`src/verilog/uart_pkg.sv`:
```
package uart_pkg;

    // serial timing, kept short for simulation
    localparam int CLKS_PER_BIT = 16;
    localparam int HALF_BIT     = CLKS_PER_BIT / 2;
    localparam int BIT_CNT_W    = $clog2(CLKS_PER_BIT);

    localparam int FIFO_DEPTH = 16; // transmit fifo entries

    typedef logic [7:0]           byte_t;
    typedef logic [15:0]          log_val_t;
    typedef logic [BIT_CNT_W-1:0] bit_cnt_t;   // clocks within one bit time
    typedef logic [2:0]           bit_idx_t;   // data bit position 0..7

    // logger message is four hex digits then cr, lf
    localparam byte_t ASCII_CR     = 8'h0d;
    localparam byte_t ASCII_LF     = 8'h0a;
    localparam int    LOG_LAST_IDX = 5;

    typedef enum logic [1:0] {
        RX_IDLE,
        RX_START,
        RX_DATA,
        RX_STOP
    } rx_state_t;

    typedef enum logic [1:0] {
        TX_IDLE,
        TX_START,
        TX_DATA,
        TX_STOP
    } tx_state_t;

    typedef enum logic {
        LOG_IDLE,
        LOG_SEND
    } log_state_t;

endpackage
```
`src/verilog/uart_echo_top.sv`:
```
`timescale 1ns/10ps
module uart_echo_top (
    input  logic               clk,
    input  logic               arst_n,
    input  logic               rx,
    input  logic               log_valid,
    input  uart_pkg::log_val_t log_value,
    output logic               log_ready,
    output logic               tx,
    output logic               frame_error
);
    import uart_pkg::*;

    logic  rx_valid;
    byte_t rx_byte;

    byte_t echo_byte;
    logic  echo_valid;
    logic  echo_ready;

    logic  hex_valid;
    byte_t hex_byte;
    logic  hex_ready;

    logic  log_sel;
    logic  wr_valid;
    byte_t wr_data;
    logic  wr_ready;

    logic  rd_valid;
    byte_t rd_data;
    logic  rd_ready;

    uart_rx u_rx (
        .clk         (clk),
        .arst_n      (arst_n),
        .rx          (rx),
        .rx_valid    (rx_valid),
        .rx_byte     (rx_byte),
        .frame_error (frame_error)
    );

    uart_hex_logger u_logger (
        .clk       (clk),
        .arst_n    (arst_n),
        .log_valid (log_valid),
        .log_value (log_value),
        .log_ready (log_ready),
        .hex_valid (hex_valid),
        .hex_byte  (hex_byte),
        .hex_ready (hex_ready)
    );

    // echo holding register, the receiver cannot be stalled
    always_ff @(posedge clk or negedge arst_n) begin
        if (!arst_n)
            echo_valid <= 1'b0;
        else if (rx_valid)
            echo_valid <= 1'b1;
        else if (echo_ready)
            echo_valid <= 1'b0;
    end

    always_ff @(posedge clk) begin
        if (rx_valid)
            echo_byte <= rx_byte;
    end

    // the logger holds hex_valid for its whole message, so this keeps
    // the write port until the line feed is written
    assign log_sel = hex_valid;

    assign wr_valid   = log_sel ? hex_valid : echo_valid;
    assign wr_data    = log_sel ? hex_byte  : echo_byte;
    assign hex_ready  = log_sel && wr_ready;
    assign echo_ready = !log_sel && echo_valid && wr_ready;

    byte_fifo #(
        .depth (FIFO_DEPTH)
    ) u_fifo (
        .clk      (clk),
        .arst_n   (arst_n),
        .wr_valid (wr_valid),
        .wr_data  (wr_data),
        .wr_ready (wr_ready),
        .rd_valid (rd_valid),
        .rd_data  (rd_data),
        .rd_ready (rd_ready)
    );

    uart_tx u_tx (
        .clk      (clk),
        .arst_n   (arst_n),
        .in_valid (rd_valid),
        .in_byte  (rd_data),
        .in_ready (rd_ready),
        .tx       (tx)
    );

endmodule

```
`src/verilog/uart_hex_logger.sv`:
```
`timescale 1ns/10ps
module uart_hex_logger (
    input  logic               clk,
    input  logic               arst_n,
    input  logic               log_valid,
    input  uart_pkg::log_val_t log_value,
    output logic               log_ready,
    output logic               hex_valid,
    output uart_pkg::byte_t    hex_byte,
    input  logic               hex_ready
);
    import uart_pkg::*;

    log_state_t state;
    log_val_t   value;
    logic [2:0] idx;    // character position in the message
    logic [3:0] nibble;

    // 0-9 -> '0'-'9', 10-15 -> 'A'-'F'
    function automatic byte_t to_ascii(input logic [3:0] nib);
        if (nib < 4'd10)
            return 8'h30 + byte_t'(nib);
        else
            return 8'h37 + byte_t'(nib);
    endfunction

    assign log_ready = (state == LOG_IDLE);
    assign hex_valid = (state == LOG_SEND);

    always_comb begin
        case (idx)
            3'd0:    nibble = value[15:12]; // most significant digit first
            3'd1:    nibble = value[11:8];
            3'd2:    nibble = value[7:4];
            default: nibble = value[3:0];
        endcase
    end

    always_comb begin
        case (idx)
            3'd4:    hex_byte = ASCII_CR;
            3'd5:    hex_byte = ASCII_LF;
            default: hex_byte = to_ascii(nibble);
        endcase
    end

    always_ff @(posedge clk or negedge arst_n) begin
        if (!arst_n) begin
            state <= LOG_IDLE;
            idx   <= '0;
        end else begin
            case (state)
                LOG_IDLE: begin
                    if (log_valid) begin
                        state <= LOG_SEND;
                        idx   <= '0;
                    end
                end
                LOG_SEND: begin
                    if (hex_ready) begin
                        if (idx == 3'(LOG_LAST_IDX))
                            state <= LOG_IDLE; // whole message out, take next request
                        else
                            idx <= idx + 1'b1;
                    end
                end
                default: state <= LOG_IDLE;
            endcase
        end
    end

    // value held for the whole message
    always_ff @(posedge clk) begin
        if (state == LOG_IDLE && log_valid)
            value <= log_value;
    end

endmodule

```
`src/verilog/byte_fifo.sv`:
```
`timescale 1ns/10ps
module byte_fifo #(
    parameter int depth = uart_pkg::FIFO_DEPTH
) (
    input  logic            clk,
    input  logic            arst_n,
    input  logic            wr_valid,
    input  uart_pkg::byte_t wr_data,
    output logic            wr_ready,
    output logic            rd_valid,
    output uart_pkg::byte_t rd_data,
    input  logic            rd_ready
);
    import uart_pkg::*;

    localparam int PTR_W = $clog2(depth);
    localparam int CNT_W = $clog2(depth + 1);

    byte_t            mem [depth];
    logic [PTR_W-1:0] wr_ptr;
    logic [PTR_W-1:0] rd_ptr;
    logic [CNT_W-1:0] count;

    wire do_wr = wr_valid && wr_ready;
    wire do_rd = rd_valid && rd_ready;

    // full blocks writes even when a read happens in the same cycle
    assign wr_ready = (count != CNT_W'(depth));
    assign rd_valid = (count != '0);
    assign rd_data  = mem[rd_ptr];

    always_ff @(posedge clk or negedge arst_n) begin
        if (!arst_n) begin
            wr_ptr <= '0;
            rd_ptr <= '0;
            count  <= '0;
        end else begin
            if (do_wr)
                wr_ptr <= (wr_ptr == PTR_W'(depth - 1)) ? '0 : wr_ptr + 1'b1;
            if (do_rd)
                rd_ptr <= (rd_ptr == PTR_W'(depth - 1)) ? '0 : rd_ptr + 1'b1;
            if (do_wr && !do_rd)
                count <= count + 1'b1;
            else if (do_rd && !do_wr)
                count <= count - 1'b1;
        end
    end

    always_ff @(posedge clk) begin
        if (do_wr)
            mem[wr_ptr] <= wr_data;
    end

endmodule

```
`src/verilog/uart_tx.sv`:
```
`timescale 1ns/10ps
module uart_tx (
    input  logic            clk,
    input  logic            arst_n,
    input  logic            in_valid,
    input  uart_pkg::byte_t in_byte,
    output logic            in_ready,
    output logic            tx
);
    import uart_pkg::*;

    tx_state_t state;
    bit_cnt_t  cnt;
    bit_idx_t  bit_idx;
    byte_t     shift;
    logic      tx_q;

    wire bit_done = (cnt == bit_cnt_t'(CLKS_PER_BIT - 1));

    assign in_ready = (state == TX_IDLE);
    assign tx       = tx_q; // straight from a flop, no glitches

    always_ff @(posedge clk or negedge arst_n) begin
        if (!arst_n) begin
            state   <= TX_IDLE;
            cnt     <= '0;
            bit_idx <= '0;
            tx_q    <= 1'b1;
        end else begin
            cnt <= bit_done ? '0 : cnt + 1'b1;
            case (state)
                TX_IDLE: begin
                    cnt <= '0;
                    if (in_valid) begin
                        state <= TX_START;
                        tx_q  <= 1'b0; // start bit
                    end
                end
                TX_START: begin
                    if (bit_done) begin
                        state   <= TX_DATA;
                        bit_idx <= '0;
                        tx_q    <= shift[0];
                    end
                end
                TX_DATA: begin
                    if (bit_done) begin
                        bit_idx <= bit_idx + 1'b1;
                        if (bit_idx == 3'd7) begin
                            state <= TX_STOP;
                            tx_q  <= 1'b1;
                        end else begin
                            tx_q <= shift[0];
                        end
                    end
                end
                TX_STOP: begin
                    if (bit_done)
                        state <= TX_IDLE;
                end
                default: state <= TX_IDLE;
            endcase
        end
    end

    // payload shifter, next bit always sits in shift[0]
    always_ff @(posedge clk) begin
        if (state == TX_IDLE && in_valid)
            shift <= in_byte;
        else if ((state == TX_START || state == TX_DATA) && bit_done)
            shift <= {1'b0, shift[7:1]};
    end

endmodule

```
`src/verilog/uart_rx.sv`:
```
`timescale 1ns/10ps
module uart_rx (
    input  logic            clk,
    input  logic            arst_n,
    input  logic            rx,
    output logic            rx_valid,
    output uart_pkg::byte_t rx_byte,
    output logic            frame_error
);
    import uart_pkg::*;

    logic      rx_meta;
    logic      rx_sync;
    logic      rx_prev;
    rx_state_t state;
    bit_cnt_t  cnt;
    bit_idx_t  bit_idx;
    byte_t     shift;

    // two flop synchronizer plus one more stage for edge detect
    always_ff @(posedge clk or negedge arst_n) begin
        if (!arst_n) begin
            rx_meta <= 1'b1;
            rx_sync <= 1'b1;
            rx_prev <= 1'b1;
        end else begin
            rx_meta <= rx;
            rx_sync <= rx_meta;
            rx_prev <= rx_sync;
        end
    end

    always_ff @(posedge clk or negedge arst_n) begin
        if (!arst_n) begin
            state       <= RX_IDLE;
            cnt         <= '0;
            bit_idx     <= '0;
            rx_valid    <= 1'b0;
            frame_error <= 1'b0;
        end else begin
            rx_valid    <= 1'b0; // both are single cycle pulses
            frame_error <= 1'b0;
            case (state)
                RX_IDLE: begin
                    if (rx_prev && !rx_sync) begin // falling edge of start bit
                        state <= RX_START;
                        cnt   <= '0;
                    end
                end
                RX_START: begin
                    if (cnt == bit_cnt_t'(HALF_BIT - 1)) begin
                        cnt     <= '0;
                        bit_idx <= '0;
                        // glitch filter, start bit must still be low at its center
                        state   <= rx_sync ? RX_IDLE : RX_DATA;
                    end else begin
                        cnt <= cnt + 1'b1;
                    end
                end
                RX_DATA: begin
                    if (cnt == bit_cnt_t'(CLKS_PER_BIT - 1)) begin
                        cnt     <= '0;
                        bit_idx <= bit_idx + 1'b1;
                        if (bit_idx == 3'd7)
                            state <= RX_STOP;
                    end else begin
                        cnt <= cnt + 1'b1;
                    end
                end
                RX_STOP: begin
                    if (cnt == bit_cnt_t'(CLKS_PER_BIT - 1)) begin
                        cnt         <= '0;
                        state       <= RX_IDLE;
                        rx_valid    <= rx_sync;
                        frame_error <= !rx_sync; // stop bit low, drop the byte
                    end else begin
                        cnt <= cnt + 1'b1;
                    end
                end
                default: state <= RX_IDLE;
            endcase
        end
    end

    // data shift register, lsb arrives first
    always_ff @(posedge clk) begin
        if (state == RX_DATA && cnt == bit_cnt_t'(CLKS_PER_BIT - 1))
            shift <= {rx_sync, shift[7:1]};
    end

    assign rx_byte = shift;

endmodule

```
`config.mk`:
```
export PLATFORM = sky130hd
export DESIGN_NAME = uart_echo_top
export DESIGN_NICKNAME = d
export VERILOG_FILES = /design/src/verilog/uart_pkg.sv /design/src/verilog/uart_echo_top.sv /design/src/verilog/uart_hex_logger.sv /design/src/verilog/byte_fifo.sv /design/src/verilog/uart_tx.sv /design/src/verilog/uart_rx.sv
export SDC_FILE = /design/constraint.sdc
export NUM_CORES = 1
export LEC_CHECK = 0
export ABC_AREA = 1
export CAP_MARGIN = 20
export CORE_ASPECT_RATIO = 0.7
export CORE_MARGIN = 2
export CORE_UTILIZATION = 45
export DETAILED_ROUTE_END_ITERATION = 16
export DONT_BUFFER_PORTS = 1
export GPL_TIMING_DRIVEN = 0
export PLACE_DENSITY = 0.57
export SYNTH_ARGS = -nofsm -noshare
export SYNTH_HDL_FRONTEND = slang
export SYNTH_SLANG_ARGS = --single-unit
```
`constraint.sdc`:
```
create_clock -name clk -period 7 [get_ports clk]
set_input_delay 1.75 -clock clk [delete_from_list [all_inputs] [get_ports clk]]
set_output_delay 1.75 -clock clk [all_outputs]
set_load 0.05 [all_outputs]
```
==> summary.md <==
| Metric | Value |
|---|---|
| Status | `finished, final reports clean` |
| Slew Limit Headroom | `0.342` |
| Die Height | `between 100 and 150 um` |
| Clk_skew | `approximately 0.016 ns` |
| Setup TNS | `0 ns` |
| Lkg Pwr | `about 3.7 nW` |
| DRT Wirelength | `around 21000 um` |
| Inst Count DP | `1054` |
| Worst Hold Class | `reg2reg` |
| First-pass GRT wire length | `between 30000 and 40000 um` |
| DRC errors left | `0` |
| Starting DRT DRC Count | `539` |
| Syn Inst Count | `slightly below 800` |
| PD cells | `between 500 and 600 nW/um^2` |
| Sequential fraction of the synthesis area | `0.676` |
| CTS Buf Count | `21` |
| Clock transition at the registers of the reported paths | `around 0.06 ns` |
| Vias in the first global route | `6002` |
| Top Family by Delay on Critical Path | `buffers and inverters` |
| Layout cells sized above 1 | `0.0803` |
| Fin. max-slew vios | `0` |
| Worst-path maximum fanout | `10` |
| Remaining Overflow, GRT | `0` |
| Arr. time, crit path | `roughly 1.6 ns` |
| Placed cell area | `between 9000 and 10000 um^2` |
| CTS max path bufs | `3` |
| Final Power | `approximately 5.2 mW` |
| Cell Rows | `43` |
| Largest net degree at the start of global routing | `43` |
| Worst path bufs/invs | `2` |
| Number of nets in the layout | `858` |
| Port bufs | `0` |
| CTS root buf | `clkbuf_16` |
| Worst skew pair latency | `0.50 ns` |
| Critical Path, Cell by Cell | `buf_2 > clkinv_1` |
| Seq cells post-synth | `210` |
| Final min period | `about 3.3 ns` |
| Min Hold Slack | `between 0.3 and 0.4 ns` |
| CP peak stage delay | `about 0.56 ns` |
| TritonCTS Sinks | `210` |
| Fin. Hold Viols | `0` |
| Distinct cells, synth | `37` |
| Gpl congestion | `between 0.8 and 0.9` |
| VDD IR max | `0.190 mV` |
| Die area | `~21000 um^2` |
| Most frequent cells in the layout | `edfxtp_1, nor2_1, o21ai_0` |
| Max-cap check violation count | `0` |
| Slowest library cell on the worst path | `clkinv_1` |
| Initial antenna violation count | `0` |
| Layout fillers | `approximately 1800` |
| Tcrit/Tclk final | `0.473` |
| Wire per inst | `a little under 20 um` |
| Hold_buf cts | `0` |
| Final Non-Filler Cells | `between 1000 and 1500` |
| Ant diodes | `0` |
| CTS tree | `yes` |
| Initial Util | `0.457` |
| # IOs | `23` |
| Die width | `173 um` |
| H-tree Lvls | `1` |
| Crit path capture type | `output port` |
| Post-CTS setup buffers | `0` |
| Final setup viols | `0` |
| Pre-antenna DRT Iters | `5` |
| RSZ-0062 raised after global routing | `no` |
| GRT Util Overall | `0.206` |
| Vias per cell | `5.52` |
| P&R area growth vs syn | `10.9%` |
| Syn nets | `approximately 830` |
| Worst EP required | `between 5 and 6 ns` |
| Mapped Area | `between 9000 and 10000 um^2` |
| Average cell area after synthesis | `between 10 and 15 um^2` |
| Startpoint type of the worst setup path | `flop` |
| Via count | `between 6000 and 7000` |
| Most common cell after layout, fill and taps aside | `edfxtp_1` |
| Peak Freq | `approximately 0.30 GHz` |
| Worst-Margin Slew | `0.987 ns` |
| Antenna viol nets, final | `0` |
| Core ar. | `slightly below 20000 um^2` |
| Final Cell Area | `about 10000 um^2` |
| Hpwl dp | `14700 um` |
| Synth Warn # | `0` |
| Kind of critical path | `reg2out` |
| # resized after CTS | `0` |
[synthesized netlist by cell type]
master / instances / area share
a21o_1: 2 / 0.0017
o211ai_1: 29 / 0.024
clkbuf_1: 17 / 0.0071
nand4_1: 2 / 0.0014
a21oi_1: 19 / 0.011
nand2_2: 3 / 0.0021
nand3_2: 2 / 0.0022
o21ai_2: 1 / 0.00097
nand2_4: 1 / 0.0012
o22ai_1: 5 / 0.0035
dfrtp_1: 38 / 0.11
o41ai_1: 1 / 0.00097
edfxtp_1: 168 / 0.56
inv_1: 47 / 0.020
nor3_1: 6 / 0.0033
a21oi_2: 1 / 0.00097
xor2_1: 6 / 0.0058
ha_1: 29 / 0.040
nand2_1: 68 / 0.028
fa_1: 1 / 0.0022
o21ai_0: 91 / 0.050
buf_6: 1 / 0.0012
a31oi_1: 8 / 0.0055
nand3_1: 53 / 0.029
nor2_1: 147 / 0.061
a21boi_0: 1 / 0.00083
buf_2: 14 / 0.0078
o21ai_1: 2 / 0.0011
or2_2: 2 / 0.0014
xnor2_1: 1 / 0.00097
inv_2: 2 / 0.00083
and3_1: 1 / 0.00069
a32o_1: 1 / 0.0011
clkinv_1: 3 / 0.0012
o31ai_1: 2 / 0.0017
dfstp_2: 4 / 0.012
nor2_2: 3 / 0.0021
[power by group]
group          internal (mW)  switching (mW)  leakage [nW]
Sequential              1.97           0.125          2.05
Combinational          0.567            1.55          1.38
Clock                  0.578           0.453         0.301
Total                   3.11            2.13          3.74
[registers in the layout, summed over array words and instances (netlist names), 2 cells and up, named ones only]
name / cells
u_fifo.wr_ptr: 4
u_logger.idx: 3
u_fifo.mem: 128
u_rx.rx_byte: 8
u_tx.cnt: 4
u_tx.bit_idx: 3
u_tx.shift: 8
u_rx.cnt: 4
u_fifo.count: 5
u_tx.state: 2
echo_byte: 8
u_rx.bit_idx: 3
u_fifo.rd_ptr: 4
u_logger.value: 16
[per-stage QoR]
step	worst slack, ns	utilization
after global routing	3.62	0.507
after global placement	3.73	0.474
after detailed placement	3.93	0.475
after floorplan	4.34	-
final	3.69	0.507
after CTS	3.68	0.506
[routing by layer]
metal	GRT usage	share of wire
met4	0.0556	0.025
met3	0.0502	0.084
met1	0.303	0.47
met5	0	0
met2	0.308	0.42
[worst register-to-register path, delay by kind of cell (launching register included)]
family	cells	cell delay [ns]
buffers and inverters	2	0.43
and+or+nand+nor	7	0.82
adders and majority gates	2	0.59
AOI/OAI and AO/OA	2	0.59
DFF	1	0.44
xor gates and xnor gates	1	0.13
[kinds of logic after synthesis]
kind of cell	Yosys count	synth area share
buffers and inverters	84	0.0377
adder cells (fa/ha/maj)	30	0.0424
AO/OA/AOI/OAI	163	0.103
flip-flops	210	0.676
XOR/XNOR	7	0.00680
AND/OR/NAND/NOR	288	0.133
[area by class of cell]
class | count | area [um^2] | area share
Sequential cell | 210 | 6100 | 0.610
Inverter | 52 | 195 | 0.0195
Clock buffer | 33 | 591 | 0.0590
Buffer | 32 | 145 | 0.0145
Timing Repair Buffer | 3 | 30.0 | 0.00300
Tap cell | 270 | 338 | 0.0338
Clock inverter | 4 | 20.0 | 0.00200
Multi-Input combinational cell | 488 | 2590 | 0.259
[path summary, 6_finish.rpt]
check                                                   from                     endpoint  slack (ns)  cells past startpoint
worst max register to register   u_fifo.count[0]$_DFFE_PN0P_  u_fifo.count[4]$_DFFE_PN0P_        3.89                     14
worst min-delay path                  u_rx.rx_meta$_DFF_PN1_       u_rx.rx_sync$_DFF_PN1_        0.36                      0
min in group asynchronous                             arst_n  u_tx.bit_idx[0]$_DFFE_PN0P_        0.94                      0
max in group asynchronous                             arst_n       u_rx.rx_sync$_DFF_PN1_        5.85                      0
worst min register to register        u_rx.rx_meta$_DFF_PN1_       u_rx.rx_sync$_DFF_PN1_        0.36                      0
worst max-delay path            u_logger.hex_valid$_DFF_PN0_                    log_ready        3.69                      2
No activity file was read; power rests on OpenSTA's default activity.
